## src/fpu_ss_pkg.sv

```systemverilog
/*
  shared types for the single-precision coprocessor subset
  only sign injection, fmv, flw/fsw and frm access are decoded
  instruction ids are 4 bits wide and simply echoed back to the core
*/
package fpu_ss_pkg;

  // plain widths
  typedef logic [31:0] word_t;
  typedef logic [4:0]  reg_addr_t;
  typedef logic [3:0]  instr_id_t;
  typedef logic [2:0]  frm_t;

  // major opcodes
  localparam logic [6:0] OPC_OP_FP    = 7'b1010011;
  localparam logic [6:0] OPC_LOAD_FP  = 7'b0000111;
  localparam logic [6:0] OPC_STORE_FP = 7'b0100111;
  localparam logic [6:0] OPC_SYSTEM   = 7'b1110011;

  // funct7 for OP-FP
  localparam logic [6:0] F7_FSGNJ   = 7'b0010000;
  localparam logic [6:0] F7_FMV_X_W = 7'b1110000;
  localparam logic [6:0] F7_FMV_W_X = 7'b1111000;

  // funct3 values
  localparam logic [2:0] F3_SGNJ  = 3'b000;
  localparam logic [2:0] F3_SGNJN = 3'b001;
  localparam logic [2:0] F3_SGNJX = 3'b010;
  localparam logic [2:0] F3_FMV   = 3'b000;
  localparam logic [2:0] F3_WORD  = 3'b010;
  localparam logic [2:0] F3_CSRRW = 3'b001;
  localparam logic [2:0] F3_CSRRS = 3'b010;

  // rounding mode CSR
  localparam logic [11:0] CSR_FRM = 12'h002;

  typedef enum logic [3:0] {
    OP_SGNJ,
    OP_SGNJN,
    OP_SGNJX,
    OP_MV_W_X,
    OP_MV_X_W,
    OP_LOAD,
    OP_STORE,
    OP_CSRRW,
    OP_CSRRS
  } op_e;

  typedef enum logic [1:0] {
    IDLE,
    MEM_REQ,
    MEM_WAIT,
    RESULT
  } ctrl_state_e;

  // one buffered instruction after decode
  typedef struct packed {
    op_e       op;
    reg_addr_t rd;
    reg_addr_t rs1;
    reg_addr_t rs2;
    word_t     imm;
    word_t     int_op;
    instr_id_t id;
  } decoded_instr_t;

  // eXtension interface channels
  typedef struct packed {
    word_t     instr;
    word_t     rs;
    instr_id_t id;
  } issue_req_t;

  typedef struct packed {
    logic accept;
    logic writeback;
    logic loadstore;
  } issue_resp_t;

  typedef struct packed {
    word_t     addr;
    logic      we;
    word_t     wdata;
    instr_id_t id;
  } mem_req_t;

  typedef struct packed {
    word_t rdata;
    logic  err;
  } mem_result_t;

  typedef struct packed {
    instr_id_t id;
    reg_addr_t rd;
    word_t     data;
    logic      we;
  } result_t;

endpackage

```

## src/fpu_ss_decoder.sv

```systemverilog
/*
  purely combinational issue decoder
  the response is only meaningful while the issue handshake completes
  anything outside the kept subset is rejected with accept low
*/
`timescale 1ns/1ns

module fpu_ss_decoder import fpu_ss_pkg::*; (
  input  issue_req_t     issue_req_i,
  output issue_resp_t    issue_resp_o,
  output decoded_instr_t decoded_o
);

  logic [6:0]  opcode;
  logic [2:0]  funct3;
  logic [6:0]  funct7;
  logic [11:0] csr_addr;
  word_t       imm_i;
  word_t       imm_s;

  // instruction fields
  assign opcode   = issue_req_i.instr[6:0];
  assign funct3   = issue_req_i.instr[14:12];
  assign funct7   = issue_req_i.instr[31:25];
  assign csr_addr = issue_req_i.instr[31:20];

  // sign-extended immediates for flw and fsw
  assign imm_i = {{20{issue_req_i.instr[31]}}, issue_req_i.instr[31:20]};
  assign imm_s = {{20{issue_req_i.instr[31]}}, issue_req_i.instr[31:25],
                  issue_req_i.instr[11:7]};

  always_comb begin
    decoded_o.op     = OP_SGNJ;
    decoded_o.rd     = issue_req_i.instr[11:7];
    decoded_o.rs1    = issue_req_i.instr[19:15];
    decoded_o.rs2    = issue_req_i.instr[24:20];
    decoded_o.imm    = imm_i;
    decoded_o.int_op = issue_req_i.rs;
    decoded_o.id     = issue_req_i.id;
    issue_resp_o     = '0;

    case (opcode)
      OPC_OP_FP: begin
        if (funct7 == F7_FSGNJ) begin
          // sign injection variants share funct7
          issue_resp_o.accept = 1'b1;
          case (funct3)
            F3_SGNJ:  decoded_o.op = OP_SGNJ;
            F3_SGNJN: decoded_o.op = OP_SGNJN;
            F3_SGNJX: decoded_o.op = OP_SGNJX;
            default:  issue_resp_o.accept = 1'b0;
          endcase
        end else if (funct3 == F3_FMV && decoded_o.rs2 == reg_addr_t'(0)) begin
          if (funct7 == F7_FMV_X_W) begin
            // float to integer register, result goes back to the core
            decoded_o.op           = OP_MV_X_W;
            issue_resp_o.accept    = 1'b1;
            issue_resp_o.writeback = 1'b1;
          end else if (funct7 == F7_FMV_W_X) begin
            decoded_o.op        = OP_MV_W_X;
            issue_resp_o.accept = 1'b1;
          end
        end
      end
      OPC_LOAD_FP: begin
        if (funct3 == F3_WORD) begin
          decoded_o.op           = OP_LOAD;
          issue_resp_o.accept    = 1'b1;
          issue_resp_o.loadstore = 1'b1;
        end
      end
      OPC_STORE_FP: begin
        if (funct3 == F3_WORD) begin
          decoded_o.op           = OP_STORE;
          decoded_o.imm          = imm_s;
          issue_resp_o.accept    = 1'b1;
          issue_resp_o.loadstore = 1'b1;
        end
      end
      OPC_SYSTEM: begin
        // only frm lives here, fflags and fcsr are not offered
        if (csr_addr == CSR_FRM && (funct3 == F3_CSRRW || funct3 == F3_CSRRS)) begin
          decoded_o.op           = (funct3 == F3_CSRRS) ? OP_CSRRS : OP_CSRRW;
          issue_resp_o.accept    = 1'b1;
          issue_resp_o.writeback = 1'b1;
        end
      end
      default: ;
    endcase
  end

endmodule

```

## src/fpu_ss_in_fifo.sv

```systemverilog
/*
  circular buffer for decoded instructions
  no fall-through, a pushed entry shows at pop one cycle later
  DEPTH must be at least 1
*/
`timescale 1ns/1ns

module fpu_ss_in_fifo import fpu_ss_pkg::*; #(
  parameter int unsigned DEPTH = 4
) (
  input  logic           clk_i,
  input  logic           rst_ni,
  input  logic           push_valid_i,
  output logic           push_ready_o,
  input  decoded_instr_t push_data_i,
  output logic           pop_valid_o,
  input  logic           pop_ready_i,
  output decoded_instr_t pop_data_o
);

  localparam int unsigned AW = (DEPTH > 1) ? $clog2(DEPTH) : 1;
  localparam int unsigned CW = $clog2(DEPTH + 1);

  decoded_instr_t mem [DEPTH];
  logic [AW-1:0]  wr_ptr_q;
  logic [AW-1:0]  rd_ptr_q;
  logic [CW-1:0]  count_q;
  logic           push_fire;
  logic           pop_fire;

  assign push_ready_o = (count_q != CW'(DEPTH));
  assign pop_valid_o  = (count_q != '0);
  assign pop_data_o   = mem[rd_ptr_q];
  assign push_fire    = push_valid_i & push_ready_o;
  assign pop_fire     = pop_valid_o & pop_ready_i;

  // storage only, contents are qualified by count
  always_ff @(posedge clk_i) begin
    if (push_fire) begin
      mem[wr_ptr_q] <= push_data_i;
    end
  end

  always_ff @(posedge clk_i or negedge rst_ni) begin
    if (!rst_ni) begin
      wr_ptr_q <= '0;
      rd_ptr_q <= '0;
      count_q  <= '0;
    end else begin
      // pointers wrap at DEPTH, which need not be a power of two
      if (push_fire) begin
        wr_ptr_q <= (wr_ptr_q == AW'(DEPTH - 1)) ? '0 : wr_ptr_q + 1'b1;
      end
      if (pop_fire) begin
        rd_ptr_q <= (rd_ptr_q == AW'(DEPTH - 1)) ? '0 : rd_ptr_q + 1'b1;
      end
      case ({push_fire, pop_fire})
        2'b10:   count_q <= count_q + 1'b1;
        2'b01:   count_q <= count_q - 1'b1;
        default: ;
      endcase
    end
  end

endmodule

```

## src/fpu_ss_regfile.sv

```systemverilog
/*
  32 x 32-bit float registers, cleared on reset
  f0 is an ordinary register, not hardwired to zero
  reads are combinational, the write lands on the clock edge
*/
`timescale 1ns/1ns

module fpu_ss_regfile import fpu_ss_pkg::*; (
  input  logic      clk_i,
  input  logic      rst_ni,
  input  reg_addr_t raddr_a_i,
  input  reg_addr_t raddr_b_i,
  output word_t     rdata_a_o,
  output word_t     rdata_b_o,
  input  reg_addr_t waddr_i,
  input  word_t     wdata_i,
  input  logic      we_i
);

  word_t regs_q [32];

  assign rdata_a_o = regs_q[raddr_a_i];
  assign rdata_b_o = regs_q[raddr_b_i];

  always_ff @(posedge clk_i or negedge rst_ni) begin
    if (!rst_ni) begin
      for (int i = 0; i < 32; i++) begin
        regs_q[i] <= '0;
      end
    end else if (we_i) begin
      regs_q[waddr_i] <= wdata_i;
    end
  end

endmodule

```

## src/fpu_ss_csr.sv

```systemverilog
/*
  rounding mode register frm
  csrrw replaces frm, csrrs ORs bits in, upper write bits are dropped
  the read value is the state before the current write
*/
`timescale 1ns/1ns

module fpu_ss_csr import fpu_ss_pkg::*; (
  input  logic  clk_i,
  input  logic  rst_ni,
  input  logic  csr_we_i,
  input  logic  csr_set_i,
  input  word_t csr_wdata_i,
  output word_t csr_rdata_o,
  output frm_t  frm_o
);

  frm_t frm_q;
  frm_t frm_d;

  // zero-extended read of the current mode
  assign csr_rdata_o = {29'b0, frm_q};
  assign frm_o       = frm_q;

  always_comb begin
    frm_d = frm_q;
    if (csr_we_i) begin
      // set mode keeps the old bits
      if (csr_set_i) begin
        frm_d = frm_q | csr_wdata_i[2:0];
      end else begin
        frm_d = csr_wdata_i[2:0];
      end
    end
  end

  always_ff @(posedge clk_i or negedge rst_ni) begin
    if (!rst_ni) begin
      frm_q <= '0;
    end else begin
      frm_q <= frm_d;
    end
  end

endmodule

```

## src/fpu_ss_controller.sv

```systemverilog
/*
  in-order executor behind the input buffer, one instruction at a time
  register ops and fmv.w.x complete on the pop cycle
  fmv.x.w and CSR ops present a result the cycle after the pop
  flw and fsw issue one memory request, a load then waits for its data
*/
`timescale 1ns/1ns

module fpu_ss_controller import fpu_ss_pkg::*; (
  input  logic           clk_i,
  input  logic           rst_ni,

  // buffer pop side
  input  logic           pop_valid_i,
  output logic           pop_ready_o,
  input  decoded_instr_t instr_i,

  // register file
  output reg_addr_t      rf_raddr_a_o,
  output reg_addr_t      rf_raddr_b_o,
  input  word_t          rf_rdata_a_i,
  input  word_t          rf_rdata_b_i,
  output reg_addr_t      rf_waddr_o,
  output word_t          rf_wdata_o,
  output logic           rf_we_o,

  // frm CSR
  output logic           csr_we_o,
  output logic           csr_set_o,
  output word_t          csr_wdata_o,
  input  word_t          csr_rdata_i,

  // memory request channel
  output logic           x_mem_valid_o,
  input  logic           x_mem_ready_i,
  output mem_req_t       x_mem_req_o,

  // memory result channel
  input  logic           x_mem_result_valid_i,
  input  mem_result_t    x_mem_result_i,

  // result channel
  output logic           x_result_valid_o,
  input  logic           x_result_ready_i,
  output result_t        x_result_o
);

  ctrl_state_e    state_q;
  ctrl_state_e    state_d;
  decoded_instr_t instr_q;
  mem_req_t       mem_req_q;
  result_t        result_q;
  logic           pop_fire;
  logic           is_csr;
  logic           sgnj_sign;
  word_t          sgnj_result;

  // only the idle state takes a new instruction
  assign pop_ready_o = (state_q == IDLE);
  assign pop_fire    = pop_valid_i & pop_ready_o;
  assign is_csr      = (instr_i.op == OP_CSRRW) || (instr_i.op == OP_CSRRS);

  // operands are read straight from the buffer head
  assign rf_raddr_a_o = instr_i.rs1;
  assign rf_raddr_b_o = instr_i.rs2;

  // sign injection keeps magnitude of rs1
  always_comb begin
    case (instr_i.op)
      OP_SGNJN: sgnj_sign = ~rf_rdata_b_i[31];
      OP_SGNJX: sgnj_sign = rf_rdata_a_i[31] ^ rf_rdata_b_i[31];
      default:  sgnj_sign = rf_rdata_b_i[31];
    endcase
  end

  assign sgnj_result = {sgnj_sign, rf_rdata_a_i[30:0]};

  // register file write port
  always_comb begin
    rf_we_o    = 1'b0;
    rf_waddr_o = instr_i.rd;
    rf_wdata_o = sgnj_result;
    if (pop_fire) begin
      case (instr_i.op)
        OP_SGNJ, OP_SGNJN, OP_SGNJX: rf_we_o = 1'b1;
        OP_MV_W_X: begin
          rf_we_o    = 1'b1;
          rf_wdata_o = instr_i.int_op;
        end
        default: ;
      endcase
    end else if (state_q == MEM_WAIT && x_mem_result_valid_i) begin
      // load data goes to the latched destination
      rf_we_o    = 1'b1;
      rf_waddr_o = instr_q.rd;
      rf_wdata_o = x_mem_result_i.rdata;
    end
  end

  // CSR access happens on the pop cycle, old value is captured then
  assign csr_we_o    = pop_fire & is_csr;
  assign csr_set_o   = (instr_i.op == OP_CSRRS);
  assign csr_wdata_o = instr_i.int_op;

  always_comb begin
    state_d = state_q;
    case (state_q)
      IDLE: begin
        if (pop_fire) begin
          case (instr_i.op)
            OP_MV_X_W, OP_CSRRW, OP_CSRRS: state_d = RESULT;
            OP_LOAD, OP_STORE:             state_d = MEM_REQ;
            default: ;
          endcase
        end
      end
      MEM_REQ: begin
        if (x_mem_ready_i) begin
          state_d = (instr_q.op == OP_STORE) ? IDLE : MEM_WAIT;
        end
      end
      MEM_WAIT: begin
        if (x_mem_result_valid_i) begin
          state_d = IDLE;
        end
      end
      RESULT: begin
        if (x_result_ready_i) begin
          state_d = IDLE;
        end
      end
      default: state_d = IDLE;
    endcase
  end

  always_ff @(posedge clk_i or negedge rst_ni) begin
    if (!rst_ni) begin
      state_q <= IDLE;
    end else begin
      state_q <= state_d;
    end
  end

  // channel payloads, loaded on every pop and held until the next one
  always_ff @(posedge clk_i) begin
    if (pop_fire) begin
      instr_q         <= instr_i;
      mem_req_q.addr  <= instr_i.int_op + instr_i.imm;
      mem_req_q.we    <= (instr_i.op == OP_STORE);
      mem_req_q.wdata <= rf_rdata_b_i;
      mem_req_q.id    <= instr_i.id;
      result_q.id     <= instr_i.id;
      result_q.rd     <= instr_i.rd;
      result_q.we     <= 1'b1;
      result_q.data   <= is_csr ? csr_rdata_i : rf_rdata_a_i;
    end
  end

  assign x_mem_valid_o    = (state_q == MEM_REQ);
  assign x_mem_req_o      = mem_req_q;
  assign x_result_valid_o = (state_q == RESULT);
  assign x_result_o       = result_q;

endmodule

```

## src/fpu_ss.sv

```systemverilog
/*
  floating-point coprocessor subset on the eXtension interface
  accepted instructions are committed at once, there is no commit channel
  issue_ready follows the input buffer fill level only
  frm is held for a future arithmetic unit and has no consumer yet
*/
`timescale 1ns/1ns

module fpu_ss import fpu_ss_pkg::*; #(
  parameter int unsigned IN_FIFO_DEPTH = 4
) (
  input  logic        clk_i,
  input  logic        rst_ni,

  // issue channel
  input  logic        x_issue_valid_i,
  output logic        x_issue_ready_o,
  input  issue_req_t  x_issue_req_i,
  output issue_resp_t x_issue_resp_o,

  // memory request channel
  output logic        x_mem_valid_o,
  input  logic        x_mem_ready_i,
  output mem_req_t    x_mem_req_o,

  // memory result channel
  input  logic        x_mem_result_valid_i,
  input  mem_result_t x_mem_result_i,

  // result channel
  output logic        x_result_valid_o,
  input  logic        x_result_ready_i,
  output result_t     x_result_o
);

  decoded_instr_t decoded_push;
  decoded_instr_t decoded_pop;
  logic           push_valid;
  logic           pop_valid;
  logic           pop_ready;
  reg_addr_t      rf_raddr_a;
  reg_addr_t      rf_raddr_b;
  word_t          rf_rdata_a;
  word_t          rf_rdata_b;
  reg_addr_t      rf_waddr;
  word_t          rf_wdata;
  logic           rf_we;
  logic           csr_we;
  logic           csr_set;
  word_t          csr_wdata;
  word_t          csr_rdata;

  // rejected instructions finish the handshake but are never buffered
  assign push_valid = x_issue_valid_i & x_issue_resp_o.accept;

  fpu_ss_decoder fpu_ss_decoder_i (
    .issue_req_i  (x_issue_req_i),
    .issue_resp_o (x_issue_resp_o),
    .decoded_o    (decoded_push)
  );

  fpu_ss_in_fifo #(
    .DEPTH (IN_FIFO_DEPTH)
  ) fpu_ss_in_fifo_i (
    .clk_i        (clk_i),
    .rst_ni       (rst_ni),
    .push_valid_i (push_valid),
    .push_ready_o (x_issue_ready_o),
    .push_data_i  (decoded_push),
    .pop_valid_o  (pop_valid),
    .pop_ready_i  (pop_ready),
    .pop_data_o   (decoded_pop)
  );

  fpu_ss_regfile fpu_ss_regfile_i (
    .clk_i     (clk_i),
    .rst_ni    (rst_ni),
    .raddr_a_i (rf_raddr_a),
    .raddr_b_i (rf_raddr_b),
    .rdata_a_o (rf_rdata_a),
    .rdata_b_o (rf_rdata_b),
    .waddr_i   (rf_waddr),
    .wdata_i   (rf_wdata),
    .we_i      (rf_we)
  );

  // frm output stays open until an arithmetic unit is added
  fpu_ss_csr fpu_ss_csr_i (
    .clk_i       (clk_i),
    .rst_ni      (rst_ni),
    .csr_we_i    (csr_we),
    .csr_set_i   (csr_set),
    .csr_wdata_i (csr_wdata),
    .csr_rdata_o (csr_rdata),
    .frm_o       ()
  );

  fpu_ss_controller fpu_ss_controller_i (
    .clk_i                (clk_i),
    .rst_ni               (rst_ni),
    .pop_valid_i          (pop_valid),
    .pop_ready_o          (pop_ready),
    .instr_i              (decoded_pop),
    .rf_raddr_a_o         (rf_raddr_a),
    .rf_raddr_b_o         (rf_raddr_b),
    .rf_rdata_a_i         (rf_rdata_a),
    .rf_rdata_b_i         (rf_rdata_b),
    .rf_waddr_o           (rf_waddr),
    .rf_wdata_o           (rf_wdata),
    .rf_we_o              (rf_we),
    .csr_we_o             (csr_we),
    .csr_set_o            (csr_set),
    .csr_wdata_o          (csr_wdata),
    .csr_rdata_i          (csr_rdata),
    .x_mem_valid_o        (x_mem_valid_o),
    .x_mem_ready_i        (x_mem_ready_i),
    .x_mem_req_o          (x_mem_req_o),
    .x_mem_result_valid_i (x_mem_result_valid_i),
    .x_mem_result_i       (x_mem_result_i),
    .x_result_valid_o     (x_result_valid_o),
    .x_result_ready_i     (x_result_ready_i),
    .x_result_o           (x_result_o)
  );

endmodule

```

## config.mk

```make
export PLATFORM = sky130hd
export DESIGN_NAME = fpu_ss
export DESIGN_NICKNAME = d
export VERILOG_FILES = /design/src/fpu_ss_pkg.sv /design/src/fpu_ss_decoder.sv /design/src/fpu_ss_in_fifo.sv /design/src/fpu_ss_regfile.sv /design/src/fpu_ss_csr.sv /design/src/fpu_ss_controller.sv /design/src/fpu_ss.sv
export SDC_FILE = /design/constraint.sdc
export NUM_CORES = 2
export LEC_CHECK = 0
export CAP_MARGIN = 20
export CORE_UTILIZATION = 58
export DETAILED_ROUTE_END_ITERATION = 6
export DONT_BUFFER_PORTS = 1
export GPL_TIMING_DRIVEN = 0
export PLACE_DENSITY_LB_ADDON = 0.3
export SLEW_MARGIN = 20
export SYNTH_ARGS = -nofsm -noshare
export SYNTH_HDL_FRONTEND = slang
export SYNTH_HIERARCHICAL = 1
export SYNTH_SLANG_ARGS = --single-unit
export TNS_END_PERCENT = 20
```

## constraint.sdc

```tcl
create_clock -name clk_i -period 7.7 [get_ports clk_i]
set_input_delay 0.385 -clock clk_i [delete_from_list [all_inputs] [get_ports clk_i]]
set_output_delay 0.385 -clock clk_i [all_outputs]
set_load 0.05 [all_outputs]
```

# Word level (Yosys, flattened, before mapping)
# Memories as Yosys holds them, arrays and structs flattened.
# Cells that the tools add are included.
totals:
  reg_bits: 1146
  mem_bits_rw: 348
  inputBits: 107
  mem_count: 1
memory_table:
  columns: ["name", "words", "word_bits", "rd", "rd_clocked_by_memory_dff", "write_ports", "line", "source"]
  rows:
  - ["fpu_ss_in_fifo_i.mem", 4, 87, 1, 0, 1, "fpu_ss_in_fifo.sv:24", "decoded_instr_t mem [DEPTH];"]
classes:
  n_addsub: 5
  magnitude_cmp: 4
  eq_ne: 32
  muxes: 56
  bitwise_logic: 10
  reduce_logical: 18
ops:
  columns: ["cell", "count"]
  rows:
  - ["1024-bit bitwise mux", 1]
  - ["32-bit binary-select mux with 5-bit select", 2]
  - ["32-bit two-way mux", 8]
  - ["32-bit demux with 5-bit select", 1]
  - ["32-bit adder", 1]
  - ["7-bit equality test, second input constant", 4]
  - ["4-bit by 3-bit equality test with 1-bit output, second input constant", 5]
  - ["2-bit two-way mux", 10]
  - ["5-bit two-way mux", 4]
  - ["6-bit greater-or-equal comparator, second input constant", 3]
  - ["5-bit NOT with 6-bit output", 3]
  - ["4-bit two-way mux", 4]
  - ["4-bit case mux with 4 select lines", 1]
  - ["3-bit two-way mux", 5]
  - ["1-bit two-way mux", 13]
  - ["12-bit by 2-bit equality test with 1-bit output, second input constant", 1]
  - ["2-bit equality test, second input constant", 5]
  - ["4-bit by 2-bit equality test with 1-bit output, second input constant", 2]
  - ["2-bit case mux with 2 select lines", 2]
  - ["2-bit case mux with 4 select lines", 1]
  - ["7-bit by 3-bit equality test with 1-bit output, second input constant", 1]
  - ["7-bit by 5-bit equality test with 1-bit output, second input constant", 1]
  - ["7-bit by 6-bit equality test with 1-bit output, second input constant", 1]
  - ["6-bit by 1-bit less-than comparator with 1-bit output, second input constant", 1]
  - ["other kinds (30)", 45]

# Longest topological paths before layout
logic_depth:
  depth_word: 10
  ltp_mapped: 20
  ltp_nobuf: 13

# Modules after synthesis
# Netlist, hierarchy kept.
modules_own_cells:
  columns: ["mod", "instances", "cells_per_inst", "area_per_inst_um2", "seq_area_each_um2"]
  rows:
  - ["fpu_ss_regfile", 1, 4605, 55793.5, 25624.6]
  - ["fpu_ss_in_fifo", 1, 495, 12978.7, 10625.2]
  - ["fpu_ss_controller", 1, 612, 6837.8, 3353.2]
  - ["fpu_ss_decoder", 1, 124, 914.6, 0.0]
  - ["fpu_ss_csr", 1, 40, 354.1, 75.1]
  - ["fpu_ss", 1, 1, 6.3, 0.0]

# Worst setup path before layout
# OpenSTA, ideal clock, no wires.
synth_timing:
  kind: "reg2reg"
  start: "register fpu_ss_controller_i.state_q[0]"
  end: "register fpu_ss_regfile_i/regs_q[613] (netlist name)"
  setup_ns: 0.125
  t_arrival_ns: 7.221
  required_time_ns: 7.575
  slack_ns: 0.354
  stages_incl_launch_ff: 10
  path_buffers: 2
  synth_period_minus_slack_ns: 7.346
  cell_sequence: "dfrtp_1 clkbuf_1 nand2b_1 nor2_1 nand2_1 nand2b_1 or3b_1 nor2_2 buf_4 mux2_2"
synth_rtl:
  columns: ["item", "line", "source"]
  rows:
  - ["from (decl)", "fpu_ss_controller.sv:48", "ctrl_state_e state_q;"]
  - ["from (signal assigned)", "fpu_ss_controller.sv:140", "state_q <= state_d;"]
  - ["2-bit logical NOT", "fpu_ss_controller.sv:59", "assign pop_ready_o = (state_q == IDLE);"]
  - ["1-bit AND", "fpu_ss_controller.sv:60", "assign pop_fire = pop_valid_i & pop_ready_o;"]
  - ["via fpu_ss_controller_i.pop_fire", "fpu_ss_controller.sv:53", "logic pop_fire;"]
  - ["1-bit two-way mux", "fpu_ss_controller.sv:83", "if (pop_fire) begin"]
  - ["via rf_we", "fpu_ss.sv:47", "logic rf_we;"]
  - ["to (signal, indexed assignment)", "fpu_ss_regfile.sv:31", "regs_q[waddr_i] <= wdata_i;"]
  - ["to (decl)", "fpu_ss_regfile.sv:20", "word_t regs_q [32];"]
# The timed path passes the listed nets, and every way through them passes these cells.
# A chain may end at the register's enable or synchronous reset.

==> impl_results.md <==
- Setup repair bufs after CTS: 0
- Overflow after GRT: 0
- Initial core utilization: 0.584
- Commonest non-fill, non-tap cell in the layout: mux2_2
- Cell mode on critical path: buf_2
- FP Rows: 133
- Fraction of layout cells with a size suffix above 1: 0.292
- First-pass GRT wire length: between 300 and 400 mm
- Crit path buf inv count: 7
- Number of global-route vias before repair: around 55000
- Final ANT Viol Nets: 0
- CTS tree: done
- Fmax: approximately 150 MHz
- Busiest grt layer: met2
- CP startpoint: fpu_ss_in_fifo_i/rd_ptr_q[1]$_DFFE_PN0P_
- P per Cell Area: just over 500 nW/µm²
- Startpoint class of the critical path: flip-flop
- Worst-Margin Slew: 1.21 ns
- Setup crit end kind: flip-flop
- Final min period: ~6.5 ns
- GRT met2 Usage: 0.592
- Final setup viols: 0
- Peak supply drop: between 0.4 and 0.5 mV
- TritonCTS buffer count: approximately 160
- Final period util: 0.848
- Hold WC Path Type: in -> reg
- Clock root buffer master: clkbuf_16
- Ports: between 200 and 250
- Met3 Track Usage GR: 0.104
- Setup Skew: around 0.023 ns
- DP HPWL: around 180 mm
- Grt met1 use: 0.471
- Final hold viol count: 0
- Largest net degree at the start of global routing: between 150 and 200
- Area Growth Syn to Fin: 11.5%
- Fin worst setup slack: about 1.2 ns
- Syn Inst Count: between 5000 and 6000
- Synth Area per Inst: between 10 and 15 µm²
- Clock Latency Late Sink: 0.81 ns
- Critical path class: reg -> reg
- Core area: around 130000 µm²
- Die H: between 300 and 400 µm
- Crit-path cells: buf_2, clkbuf_1, mux4_2, buf_4, nor2_1, buf_2, buf_2, buf_1, nand2_1, a31oi_1, nand3_1, nand3b_1, a21boi_0, xor2_1, mux2i_1, o21ai_0, clkbuf_1, mux2_2
- Sink Count: approximately 1500
- Status: finished, violations left
- Util after Layout: 0.651
- GRT Total Usage: 0.378
- DR DRC count: 26
- Top cell family by delay on the critical path: buffers and inverters
- Post-Place Setup Slack: 1.52 ns
- PostCTS Resize Cnt: 0
- CTS Buffer Depth: 3
- CP Data Arrival Time: 7.28 ns
- Initial antenna violation count: 13
- Chip width: 366 µm
- GPL Wtd Cong: a little under 1
- Via count: around 54000
- PortBufs: 0
- Final WL: around 250 mm
- Routed wire per std cell: around 32 µm
- Clock transition at the registers of the reported paths: around 0.06 ns
- Vias/cell: about 6.8
- Slowest stage delay, CP: 0.79 ns
- Max-Cap Viols: 0
- DIE AREA: approximately 130000 µm²
- Final nets: about 6300
- Slew Viols, Final: 0
- Max stage delay cell, worst path: clkbuf_1
- Slew margin rel.: 0.190
- Reg2Reg Launch Point: fpu_ss_in_fifo_i/rd_ptr_q[1]$_DFFE_PN0P_
- Drt pass-1 iters: 7
- Yosys synthesis warning count: 6
- Max FO, Critical Path: 10
- # hold bufs at CTS: 76
- RSZ-0062 raised after global routing: no
- Hold Crit Start: x_issue_req_i[64]
- Most frequent cells in the layout: mux2_2, dfrtp_1, mux2i_1
- Worst path required time: roughly 8.5 ns
- Pleak: ~0.039 µW
- Post-Syn Area: ~77000 µm²
- Failing checks: design-rule violations
- Setup TNS: 0 ns
- Depth of the CTS H-tree: 4
- DR iter-0 viols: 6452
==> flip-flops by register name (all words and copies together) (netlist names) <==
name                             count
fpu_ss_regfile_i/regs_q           1024
fpu_ss_in_fifo_i/mem               348
fpu_ss_controller_i/x_mem_req_o     65
fpu_ss_controller_i/x_result_o      41
fpu_ss_controller_i/instr_q          4
fpu_ss_csr_i/frm_o                   3
fpu_ss_in_fifo_i/count_q             3
fpu_ss_controller_i/state_q          2
fpu_ss_in_fifo_i/rd_ptr_q            2
fpu_ss_in_fifo_i/wr_ptr_q            2
==> per-stage QoR <==
stage                     power, µW  hold slack (ns)  instances  area (µm²)
final                         43300           0.0358       8011       85400
after global routing          44600           0.0307       8005       85400
after CTS                     42500         0.000794       8003       85400
after detailed placement      34500           0.0995       7645       79400
after global placement        34000            0.219       7628       78900
after floorplan               26800           0.0894       5873       76700
==> worst reg2reg max path, delay by kind of cell (launching register included) <==
kind / cells / cell delay, ns
mux: 3 / 0.81
compound gates: 3 / 0.86
flops: 1 / 0.35
simple gates: 4 / 0.86
buf+inv: 7 / 3.35
xor+xnor: 1 / 0.25
==> path summary, 6_finish.rpt <==
check | slack, ns | cells past startpoint | endpoint
hold reg to reg | 0.51 | 1 | fpu_ss_csr_i/frm_o[1]$_DFFE_PN0P_
hold / removal | 0.04 | 3 | fpu_ss_in_fifo_i/mem[0][85]$_DFFE_PP_
setup / recovery | 1.17 | 18 | fpu_ss_regfile_i/regs_q[927]$_DFFE_PN0P_
max in group asynchronous | 4.30 | 6 | fpu_ss_regfile_i/regs_q[629]$_DFFE_PN0P_
min in group asynchronous | 0.18 | 2 | fpu_ss_regfile_i/regs_q[842]$_DFFE_PN0P_
setup reg to reg | 1.17 | 18 | fpu_ss_regfile_i/regs_q[927]$_DFFE_PN0P_
==> final cells by class <==
type	count	area, µm²
clock inverters	71	870
well taps	1755	2200
diodes	7	17.5
multi-input cells	3744	33700
repair buffers	94	1220
flip-flops and latches	1494	39700
inverters	15	56.3
clock buffers	211	4360
plain buffers	620	3350
fillers	9595	45900
==> metal layers <==
metal,wire [µm],part of all wire
met1,93600,0.37
met2,117000,0.46
met3,27000,0.11
met4,15900,0.063
met5,69,0.00027
==> report_power, final <==
part / internal, µW / leakage, µW / switching (µW)
registers: 11000 / 0.0183 / 2790
clock network: 4530 / 0.00257 / 3270
logic: 7660 / 0.0179 / 14000
Note: power is estimated with default switching activity, not from simulation.
